--- src/multiplier_settings.svh ---
`ifndef MULTIPLIER_SETTINGS_SVH
`define MULTIPLIER_SETTINGS_SVH

// Width of each input operand.
`define OperandWidth 32

// Full product width, twice the operand width.
`define ProductWidth 64

// One add-and-shift iteration per multiplier bit.
`define StepCount 32

// Iteration counter width, enough to count StepCount steps.
`define CountWidth 5

`endif

--- src/mulDataPkg.sv ---
`include "multiplier_settings.svh"

package mulDataPkg;

	// One operand word.
	typedef logic [`OperandWidth-1:0] dataWord;

	// Raw operands as they arrive at the top level.
	typedef struct packed
	{
		dataWord operandA;
		dataWord operandB;
	} operandPair;

	// Operands after sign handling.
	// Both magnitudes are unsigned; negateResult tells the output side
	// to negate the finished product.
	typedef struct packed
	{
		dataWord magnitudeA;
		dataWord magnitudeB;
		logic negateResult;
	} conditionedOperands;

	// Working register seen as accumulator over multiplier.
	// The accumulator collects partial sums, the multiplier is consumed
	// one bit per step from its lsb.
	typedef struct packed
	{
		dataWord accumulator;
		dataWord multiplier;
	} splitView;

	// Same 64 bits, read either as the finished product or as two halves.
	typedef union packed
	{
		logic [`ProductWidth-1:0] full;
		splitView split;
	} workingRegister;

endpackage

--- src/mulControlPkg.sv ---
package mulControlPkg;

	// Controller states.
	// Idle waits for validData, Calc runs the iterations,
	// Finish hands the result over, Done holds it until ack.
	typedef enum logic [1:0]
	{
		Idle   = 2'd0,
		Calc   = 2'd1,
		Finish = 2'd2,
		Done   = 2'd3
	} controllerState;

	// Control strobes from the controller.
	// At most one of them is high in any cycle.
	typedef struct packed
	{
		// Take new operands into the datapath.
		logic load;
		// Run one add-and-shift iteration.
		logic step;
		// Copy the signed product to the output side.
		logic capture;
		// Clear the done flag, product stays.
		logic releaseResult;
	} controlStrobes;

endpackage

--- src/operandConditioner.sv ---
`timescale 1ns/10ps
`include "multiplier_settings.svh"

module operandConditioner
	import mulDataPkg::*;
(
	input operandPair operands,
	input logic signedMode,
	output conditionedOperands conditioned
);

	// Sign bits of the raw operands.
	logic signA;
	logic signB;

	// Two's-complement negations of both operands.
	dataWord negatedA;
	dataWord negatedB;

	assign signA = operands.operandA[`OperandWidth-1];
	assign signB = operands.operandB[`OperandWidth-1];

	assign negatedA = -operands.operandA;
	assign negatedB = -operands.operandB;

	always_comb
	begin
		// Unsigned mode passes the words straight through.
		conditioned.magnitudeA = operands.operandA;
		conditioned.magnitudeB = operands.operandB;
		conditioned.negateResult = 1'b0;
		if (signedMode)
		begin
			// Negative operands become their magnitude.
			// The most negative value maps to 2**31, still exact unsigned.
			if (signA)
			begin
				conditioned.magnitudeA = negatedA;
			end
			if (signB)
			begin
				conditioned.magnitudeB = negatedB;
			end
			// Result is negative when exactly one operand was.
			conditioned.negateResult = signA ^ signB;
		end
	end

endmodule

--- src/multiplyController.sv ---
`timescale 1ns/10ps
`include "multiplier_settings.svh"

module multiplyController
	import mulControlPkg::*;
(
	input logic Clock,
	input logic Reset,
	input logic validData,
	input logic ack,
	input logic multiplierLsb,
	output controlStrobes strobes,
	output logic busy
);

	// Count value during the last iteration.
	localparam logic [`CountWidth-1:0] LastStep = `CountWidth'(`StepCount - 1);

	// Current and next state.
	controllerState state;
	controllerState nextState;

	// Iteration counter.
	logic [`CountWidth-1:0] stepCount;

	// State register.
	always_ff @(posedge Clock or posedge Reset)
	begin
		if (Reset)
		begin
			state <= Idle;
		end
		else
		begin
			state <= nextState;
		end
	end

	// Counter restarts with every new operand pair.
	always_ff @(posedge Clock or posedge Reset)
	begin
		if (Reset)
		begin
			stepCount <= '0;
		end
		else if (strobes.load)
		begin
			stepCount <= '0;
		end
		else if (strobes.step)
		begin
			stepCount <= stepCount + 1'b1;
		end
	end

	// Next state logic.
	always_comb
	begin
		nextState = state;
		case (state)
			Idle:
			begin
				// validData is only looked at here.
				if (validData)
				begin
					nextState = Calc;
				end
			end
			Calc:
			begin
				// Leave after the thirty-second step.
				if (stepCount == LastStep)
				begin
					nextState = Finish;
				end
			end
			Finish:
			begin
				nextState = Done;
			end
			Done:
			begin
				// Result is held as long as ack stays low.
				if (ack)
				begin
					nextState = Idle;
				end
			end
			default:
			begin
				nextState = Idle;
			end
		endcase
	end

	// Strobes decode from the state; load and release also need their level input.
	always_comb
	begin
		strobes = '0;
		strobes.load = (state == Idle) && validData;
		strobes.step = (state == Calc);
		strobes.capture = (state == Finish);
		strobes.releaseResult = (state == Done) && ack;
	end

	// Busy while the product is being formed.
	assign busy = (state == Calc) || (state == Finish);

	// A load is followed by exactly 32 Calc cycles and then Finish.
	assert property (@(posedge Clock) disable iff (Reset)
		strobes.load |=> (state == Calc) [*`StepCount] ##1 (state == Finish))
		else $error("Calc did not last %0d cycles", `StepCount);

	// The datapath lsb must be a known value while iterating.
	assert property (@(posedge Clock) disable iff (Reset)
		(state == Calc) |-> !$isunknown(multiplierLsb))
		else $error("multiplierLsb unknown during Calc");

endmodule

--- src/shiftAddDatapath.sv ---
`timescale 1ns/10ps
`include "multiplier_settings.svh"

module shiftAddDatapath
	import mulDataPkg::*;
	import mulControlPkg::*;
(
	input logic Clock,
	input logic Reset,
	input controlStrobes strobes,
	input conditionedOperands conditioned,
	output logic multiplierLsb,
	output workingRegister working,
	output logic negateResult
);

	// Multiplicand kept for the whole operation.
	dataWord magnitudeA;

	// Accumulator plus addend, with the carry bit on top.
	logic [`OperandWidth:0] partialSum;

	// Register contents after one add-and-shift step.
	workingRegister nextWorking;

	// The current multiplier bit decides whether to add.
	assign multiplierLsb = working.split.multiplier[0];

	always_comb
	begin
		partialSum = {1'b0, working.split.accumulator};
		if (multiplierLsb)
		begin
			partialSum = partialSum + {1'b0, magnitudeA};
		end
		// Shift right by one, the carry moves into the accumulator msb.
		// The sum lsb drops into the freed top bit of the multiplier half.
		nextWorking.full = {partialSum, working.split.multiplier[`OperandWidth-1:1]};
	end

	always_ff @(posedge Clock or posedge Reset)
	begin
		if (Reset)
		begin
			working <= '0;
			magnitudeA <= '0;
			negateResult <= 1'b0;
		end
		else if (strobes.load)
		begin
			// Fresh start: empty accumulator, multiplier in the low half.
			working.split.accumulator <= '0;
			working.split.multiplier <= conditioned.magnitudeB;
			magnitudeA <= conditioned.magnitudeA;
			negateResult <= conditioned.negateResult;
		end
		else if (strobes.step)
		begin
			working <= nextWorking;
		end
	end

endmodule

--- src/resultFormatter.sv ---
`timescale 1ns/10ps
`include "multiplier_settings.svh"

module resultFormatter
	import mulDataPkg::*;
	import mulControlPkg::*;
(
	input logic Clock,
	input logic Reset,
	input controlStrobes strobes,
	input workingRegister working,
	input logic negateResult,
	output logic [`ProductWidth-1:0] product,
	output logic doneFlag
);

	// Product with the sign restored.
	logic [`ProductWidth-1:0] signedProduct;

	assign signedProduct = negateResult ? -working.full : working.full;

	always_ff @(posedge Clock or posedge Reset)
	begin
		if (Reset)
		begin
			product <= '0;
			doneFlag <= 1'b0;
		end
		else if (strobes.capture)
		begin
			product <= signedProduct;
			doneFlag <= 1'b1;
		end
		else if (strobes.releaseResult)
		begin
			// Only the flag drops; the last product stays readable.
			doneFlag <= 1'b0;
		end
	end

	// Product is frozen while the result is on offer.
	assert property (@(posedge Clock) disable iff (Reset)
		doneFlag |=> $stable(product))
		else $error("product changed while doneFlag high: %h", product);

endmodule

--- src/shiftAddMultiplier.sv ---
`timescale 1ns/10ps
`include "multiplier_settings.svh"

module shiftAddMultiplier
	import mulDataPkg::*;
	import mulControlPkg::*;
(
	input logic Clock,
	input logic Reset,
	input logic validData,
	input logic signedMode,
	input operandPair operands,
	input logic ack,
	output logic busy,
	output logic doneFlag,
	output logic [`ProductWidth-1:0] product
);

	// Magnitudes and sign request from the input side.
	conditionedOperands conditioned;

	// Controller strobes to datapath and output side.
	controlStrobes strobes;

	// Datapath state seen by the controller and the output side.
	logic multiplierLsb;
	workingRegister working;
	logic negateResult;

	// Input side.
	operandConditioner operandConditioner_inst
	(
		.operands(operands),
		.signedMode(signedMode),
		.conditioned(conditioned)
	);

	// Sequencing.
	multiplyController multiplyController_inst
	(
		.Clock(Clock),
		.Reset(Reset),
		.validData(validData),
		.ack(ack),
		.multiplierLsb(multiplierLsb),
		.strobes(strobes),
		.busy(busy)
	);

	// Add-and-shift engine.
	shiftAddDatapath shiftAddDatapath_inst
	(
		.Clock(Clock),
		.Reset(Reset),
		.strobes(strobes),
		.conditioned(conditioned),
		.multiplierLsb(multiplierLsb),
		.working(working),
		.negateResult(negateResult)
	);

	// Output side.
	resultFormatter resultFormatter_inst
	(
		.Clock(Clock),
		.Reset(Reset),
		.strobes(strobes),
		.working(working),
		.negateResult(negateResult),
		.product(product),
		.doneFlag(doneFlag)
	);

endmodule

--- config.mk ---
export PLATFORM = sky130hd
export DESIGN_NAME = shiftAddMultiplier
export DESIGN_NICKNAME = d
export VERILOG_FILES = /design/src/mulDataPkg.sv /design/src/mulControlPkg.sv /design/src/operandConditioner.sv /design/src/multiplyController.sv /design/src/shiftAddDatapath.sv /design/src/resultFormatter.sv /design/src/shiftAddMultiplier.sv
export VERILOG_INCLUDE_DIRS = /design/src
export SDC_FILE = /design/constraint.sdc
export NUM_CORES = 1
export LEC_CHECK = 0
export BUFFER_PORTS_ARGS = -buffer_cell sky130_fd_sc_hd__buf_4
export CORE_ASPECT_RATIO = 1.4
export CORE_MARGIN = 8
export CORE_UTILIZATION = 54
export CTS_BUF_LIST = sky130_fd_sc_hd__clkbuf_4
export DETAILED_ROUTE_END_ITERATION = 6
export PLACE_DENSITY = 0.72
export RECOVER_POWER = 100
export SETUP_SLACK_MARGIN = 0.15
export SKIP_LAST_GASP = 1
export SLEW_MARGIN = 40
export SYNTH_ARGS = -nofsm -noshare
export SYNTH_HDL_FRONTEND = slang
export SYNTH_SLANG_ARGS = --single-unit
--- constraint.sdc ---
create_clock -name Clock -period 6.4 [get_ports Clock]
set_input_delay 0.64 -clock Clock [delete_from_list [all_inputs] [get_ports Clock]]
set_output_delay 0.64 -clock Clock [all_outputs]
set_load 0.02 [all_outputs]
=== Yosys cells after proc, flatten, opt, wreduce, memory -nomap -nowiden ===
Cells that the tools add are included.

* Add/subtract/negate cells: 5
* Equality and inequality tests: 7
* Multiplexer cells: 15
* Bitwise operators: 1
* Reductions and logical operators: 7

{| class="wikitable"
|+ Operators with widths
! kind !! number
|-
| $mux 64 || 3
|-
| $mux 65 || 1
|-
| $mux 32 || 2
|-
| $neg 32->32 || 2
|-
| $neg 64->64 || 1
|-
| $add 32x32->33 || 1
|-
| $mux 33 || 1
|-
| $mux 5 || 2
|-
| $pmux 2 s4 || 1
|-
| $mux 2 || 3
|-
| $ne 2x2->1 const B || 3
|-
| $add 5x1->5 const B || 1
|-
| $eq 5x5->1 const B || 1
|-
| $eq 2x2->1 const B || 2
|-
| $reduce_bool 2->1 || 2
|-
| $reduce_and 3->1 || 1
|-
| $eq 2x1->1 const B || 1
|-
| $logic_and 1x1->1 || 2
|-
| $logic_not 2->1 || 1
|-
| $mux 1 || 2
|-
| $logic_or 1x1->1 || 1
|-
| $xor 1x1->1 || 1
|}

* Flip-flop bits (word level): 169
* Input port bits: 69
* Output and inout port bits: 66
* Logic and storage cells: 42

=== Logic depth before layout (Yosys ltp) ===
* Depth in word-level cells: 4
* Mapped depth: 11
* Depth with buffers taken out: 11

=== Modules after synthesis ===
Synthesis repeated with hierarchy kept, for this count alone.

* Cell total of the unflattened synthesis: 1451
* Area total of the unflattened synthesis: 12580.8 µm²

{| class="wikitable"
|+ By module, submodules not included
! module !! instances !! cells each !! area an instance (µm²) !! sequential area each (µm²)
|-
| shiftAddDatapath || 1 || 639 || 6150.9 || 2427.3
|-
| resultFormatter || 1 || 554 || 4503.1 || 1626.6
|-
| operandConditioner || 1 || 217 || 1497.7 || 0.0
|-
| multiplyController || 1 || 41 || 429.2 || 175.2
|}

=== Worst setup path before layout ===
OpenSTA, ideal clock, no wires.

* Path kind: register to register
* Start: reg shiftAddDatapath_inst.working[30] (netlist bit)
* End: reg resultFormatter_inst.product[60]
* Arrival: 3.069 ns
* Data required time: 6.263 ns
* Path slack: 3.194 ns
* Cell stages (with the launch flop): 9
* Buffers on the path: 0
* Period minus slack after synthesis: 3.206 ns
* Cell sequence: dfrtp_1 or4_4 or4_4 or3b_4 or4_4 or2_4 o31ai_4 xor2_1 a21oi_1

* Cells in the longest elaborated chain, start to end: 2

{| class="wikitable"
|+ Ends and longest elaborated chain
! item !! line !! text
|-
| start: declaration || shiftAddDatapath.sv:13 || <nowiki>output workingRegister working,</nowiki>
|-
| start signal: assignment || shiftAddDatapath.sv:59 || <nowiki>working <= nextWorking;</nowiki>
|-
| $neg 64->64 || resultFormatter.sv:20 || <nowiki>assign signedProduct = negateResult ? -working.full : working.full;</nowiki>
|-
| $mux 64 || resultFormatter.sv:20 ||
|-
| end signal: assignment || resultFormatter.sv:31 || <nowiki>product <= signedProduct;</nowiki>
|-
| end: declaration || resultFormatter.sv:13 || <nowiki>output logic [`ProductWidth-1:0] product,</nowiki>
|}

Every way passes these cells.
A chain may end at the register's enable or synchronous reset.

=== Worst setup path in the final report ===
* Start: reg multiplyController_inst.state[0]
* End: reg shiftAddDatapath_inst.working[62] (netlist bit)

* Cells in the longest elaborated chain, start to end: 3
* Elaborated cells between the ends (all ways): 5
* Those cells by class: eq/ne: 1; mux: 1; reduce/logical: 3

{| class="wikitable"
|+ Ends and longest elaborated chain
! item !! line !! text
|-
| start: declaration || multiplyController.sv:20 || <nowiki>controllerState state;</nowiki>
|-
| start signal: assignment || multiplyController.sv:31 || <nowiki>state <= Idle;</nowiki>
|-
| start signal: assignment || multiplyController.sv:35 || <nowiki>state <= nextState;</nowiki>
|-
| $logic_not 2->1 || multiplyController.sv:100 || <nowiki>strobes.load = (state == Idle) && validData;</nowiki>
|-
| $logic_and 1x1->1 || multiplyController.sv:100 ||
|-
| $mux 64 or $reduce_bool 2->1 (tied branches) || n/a ||
|}

Parallel ways exist; a longest one is shown, timed or not.

==> qor.yml <==
max_stage_delay_ps: 2130
cts_buffer_depth: 2
fin_skew_ps: 11.7
synthSimpleGateAreaFrac_pct: 17.2
cts_resized: 0
rsz0062_at_grt: "no"
timing.setup.critical_path_class: "flop to flop"
cp.arrival_ps: 5010
die_w_um: 137
syn_avg_cell_area_um2: 8.52
clk_transition_reported_paths_ps: 130
chipHeight_um: 186
wirelength_um: 28100
nNetsFinal: 1509
place_area_um2: 12300
ys_seq_area_share_pct: 37.9
fin_area_um2: 12300
yosysUniqueCellTypes: 62
io_pins: 135
yosysWarnings: 0
cts_sinks: 169
synth_compound_area_share_pct: 21.2
slowest_stage: "clkbuf_1"
violations: "capacitance limit, slew limit"
cp.required_ps: 6920
vdd_drop_max_uv: 163
cts_root_buf: "clkbuf_4"
period_share_pct: 70.1
cp-end-kind: "flop"
path_cells: "inv_1, ha_1, nand2_2, clkbuf_1, nand2_1, a211o_1, nand3_1"
synth-xor-area-share_pct: 11.7
async_reset_ff_share_pct: 100
fmax_mhz: 223
synth_fa_ha_area_share_pct: 4.89
netlist_area_um2: 11100
cts_buffers: 17
status: "finished, violations left"
tns_ps: 0
dp_hpwl_um: 20500
core-area_um2: 20400
dr.pass1.iters: 5
vias_per_cell: 5.83
antenna_left: 0
grt_start_max_net_pins: 90
drt_iter0_markers: 601
detail_route.wl_per_cell_um: 16.9
cts_hold_buf: 0
num-fill-cells: 1910
setup-violations-final: 0
cts_tree: "built"
min_path_type: "input pin to flop"
num_rows: 62
syn_inst: 1309
leakage_nw: 5.09
seqCellArea_um2: 4230
clkLatencyLatePin_ps: 600
crit_fanout: 81
h-tree-depth: 4
period_needed_ps: 4490
synth_seq_cells: 169
syn_nets: 1421
portBuffers: 134
hold_viol_final: 0
power_density_nw_per_um2: 525
drc_errors: 0
cap_viol_max_count: 6
die-area_um2: 25600
vias: 9709
post_cts_buffers: 0
overflow: 0
multi_input_area_um2: 6540
worst-slew-pin-transition_ps: 3900
slew-limit-headroom_pct: -160
layout-drive-gt1-share_pct: 8.30
slew_viol_final: 393
finalWeightedCongestion: 0.886
ys.flop_type: "dfrtp_1"
track_usage_pct: 22.0
synth_top_family_by_area: "compound AO/OA/AOI/OAI gates"
initial_core_util_pct: 54.6
area_growth_pct: 10.0
synth_edf_count: 0
grt_pass1_wl_um: 45300
synthMuxAreaShare_pct: 3.61
antenna_found_initial: 1
cp-start-kind: "flop"
grt_pass1_vias: 9332
## worst paths after layout
kind | to | startpoint | cells past startpoint | slack, ps
min | shiftAddDatapath_inst.working[0]$_DFFE_PP0P_ | operands[0] | 3 | 280
min in group asynchronous | resultFormatter_inst.product[27]$_DFFE_PP0P_ | Reset | 2 | 970
min reg2reg | shiftAddDatapath_inst.magnitudeA[10]$_DFFE_PP0P_ | shiftAddDatapath_inst.magnitudeA[10]$_DFFE_PP0P_ | 2 | 500
max in group asynchronous | resultFormatter_inst.product[1]$_DFFE_PP0P_ | Reset | 3 | 2450
max reg2reg | shiftAddDatapath_inst.working[62]$_DFFE_PP0P_ | multiplyController_inst.state[0]$_DFFE_PP0P_ | 7 | 1910
max | shiftAddDatapath_inst.working[62]$_DFFE_PP0P_ | multiplyController_inst.state[0]$_DFFE_PP0P_ | 7 | 1910
## kinds of logic after synthesis
| kind of cell | count (synthesis) |
|---|---|
| AOI/OAI and AO/OA | 399 |
| DFF | 169 |
| adders and majority gates | 43 |
| xor gates and xnor gates | 149 |
| muxes | 40 |
| and+or+nand+nor | 407 |
| buffers and inverters | 102 |
## cells in the mapped netlist (all sizes together), types with 2 or more instances
cell	number	share of area, %
or2	4	0.25
nand2	129	4.3
dfrtp	169	38
nand4	8	0.45
o21bai	3	0.20
mux2	2	0.20
o22ai	9	0.51
mux2i	38	3.4
a221oi	2	0.16
nand3	16	0.72
o2111ai	3	0.24
buf	10	0.34
o41ai	14	1.1
nor4	9	0.51
and2	9	0.51
a21o	10	0.67
o21ai	121	5.4
clkbuf	62	2.1
xnor2	55	4.3
o211a	2	0.18
a31oi	22	1.2
o211ai	2	0.13
nor2b	25	1.4
o21a	6	0.40
o31ai	33	2.4
and3	5	0.28
inv	29	0.98
nor2	126	4.2
or3b	2	0.18
nand3b	2	0.13
or3	12	0.67
nor3	22	0.99
nand2b	16	0.90
a211oi	16	1.1
ha	42	4.7
xor2	94	7.4
a21oi	144	6.5
or4	19	1.4
## state kept, by name, summed over array words and instances (netlist names)
signal / count
resultFormatter_inst.product: 64
shiftAddDatapath_inst.working: 64
shiftAddDatapath_inst.magnitudeA: 32
multiplyController_inst.stepCount: 5
multiplyController_inst.state: 2
resultFormatter_inst.doneFlag: 1
shiftAddDatapath_inst.negateResult: 1
## worst max-delay path: cells and delay by family (launching register included)
| family | cells | cell delay (ps) |
|---|---|---|
| AO/OA/AOI/OAI | 1 | 490 |
| AND/OR/NAND/NOR | 3 | 1030 |
| flip-flops | 1 | 410 |
| buffers and inverters | 2 | 2230 |
| adder cells (fa/ha/maj) | 1 | 240 |
## metal layers
metal | track usage [%] | up-vias | share of wire [%]
met2 | 38.5 | 260 | 50
met4 | 8.28 | 0 | 2.4
li1 | - | 4829 | -
met1 | 26.3 | 4563 | 42
met5 | 0 | - | 0
met3 | 3.54 | 57 | 5.5
## per-stage QoR
stage | instances | power, mW | setup WS [ps] | util, % | hold slack, ps
after floorplan | 1309 | 4.89 | 1180 | - | 453
after global placement | 1634 | 5.91 | 2650 | 60.2 | 462
after detailed placement | 1634 | 6.00 | 2800 | 60.3 | 478
after CTS | 1665 | 6.62 | 2890 | 61.5 | 118
after global routing | 1666 | 7.00 | 1360 | 60.1 | 272
final | 1666 | 6.44 | 1910 | 60.1 | 285
## cell type report
| class | count | share of cell area, % |
|---|---|---|
| multi-input cells | 1038 | 53.3 |
| flip-flops and latches | 169 | 34.5 |
| repair buffers | 141 | 6.52 |
| well taps | 256 | 2.61 |
| clock buffers | 20 | 1.22 |
| inverters | 30 | 0.928 |
| clock inverters | 11 | 0.867 |
| diodes | 1 | 0.0204 |
## power breakdown
| group | leakage [nW] | internal, mW | switching, mW |
|---|---|---|---|
| Sequential | 2.03 | 1.60 | 0.578 |
| Clock | 0.143 | 0.236 | 0.367 |
| Combinational | 2.92 | 1.43 | 2.23 |
| Total | 5.09 | 3.26 | 3.17 |
## cell usage in the layout (no fill, tap or decap), types with 28 or more instances in the layout
master,synthesis,layout
clkbuf_1,62,69
o31ai_1,31,32
nor2_1,126,126
mux2i_1,38,38
xnor2_1,55,55
o21ai_0,118,118
dfrtp_1,169,168
inv_1,29,28
xor2_1,94,94
nand2_1,129,128
buf_4,0,71
ha_1,42,42
a21oi_1,144,144
(Power assumes the default switching activity.)
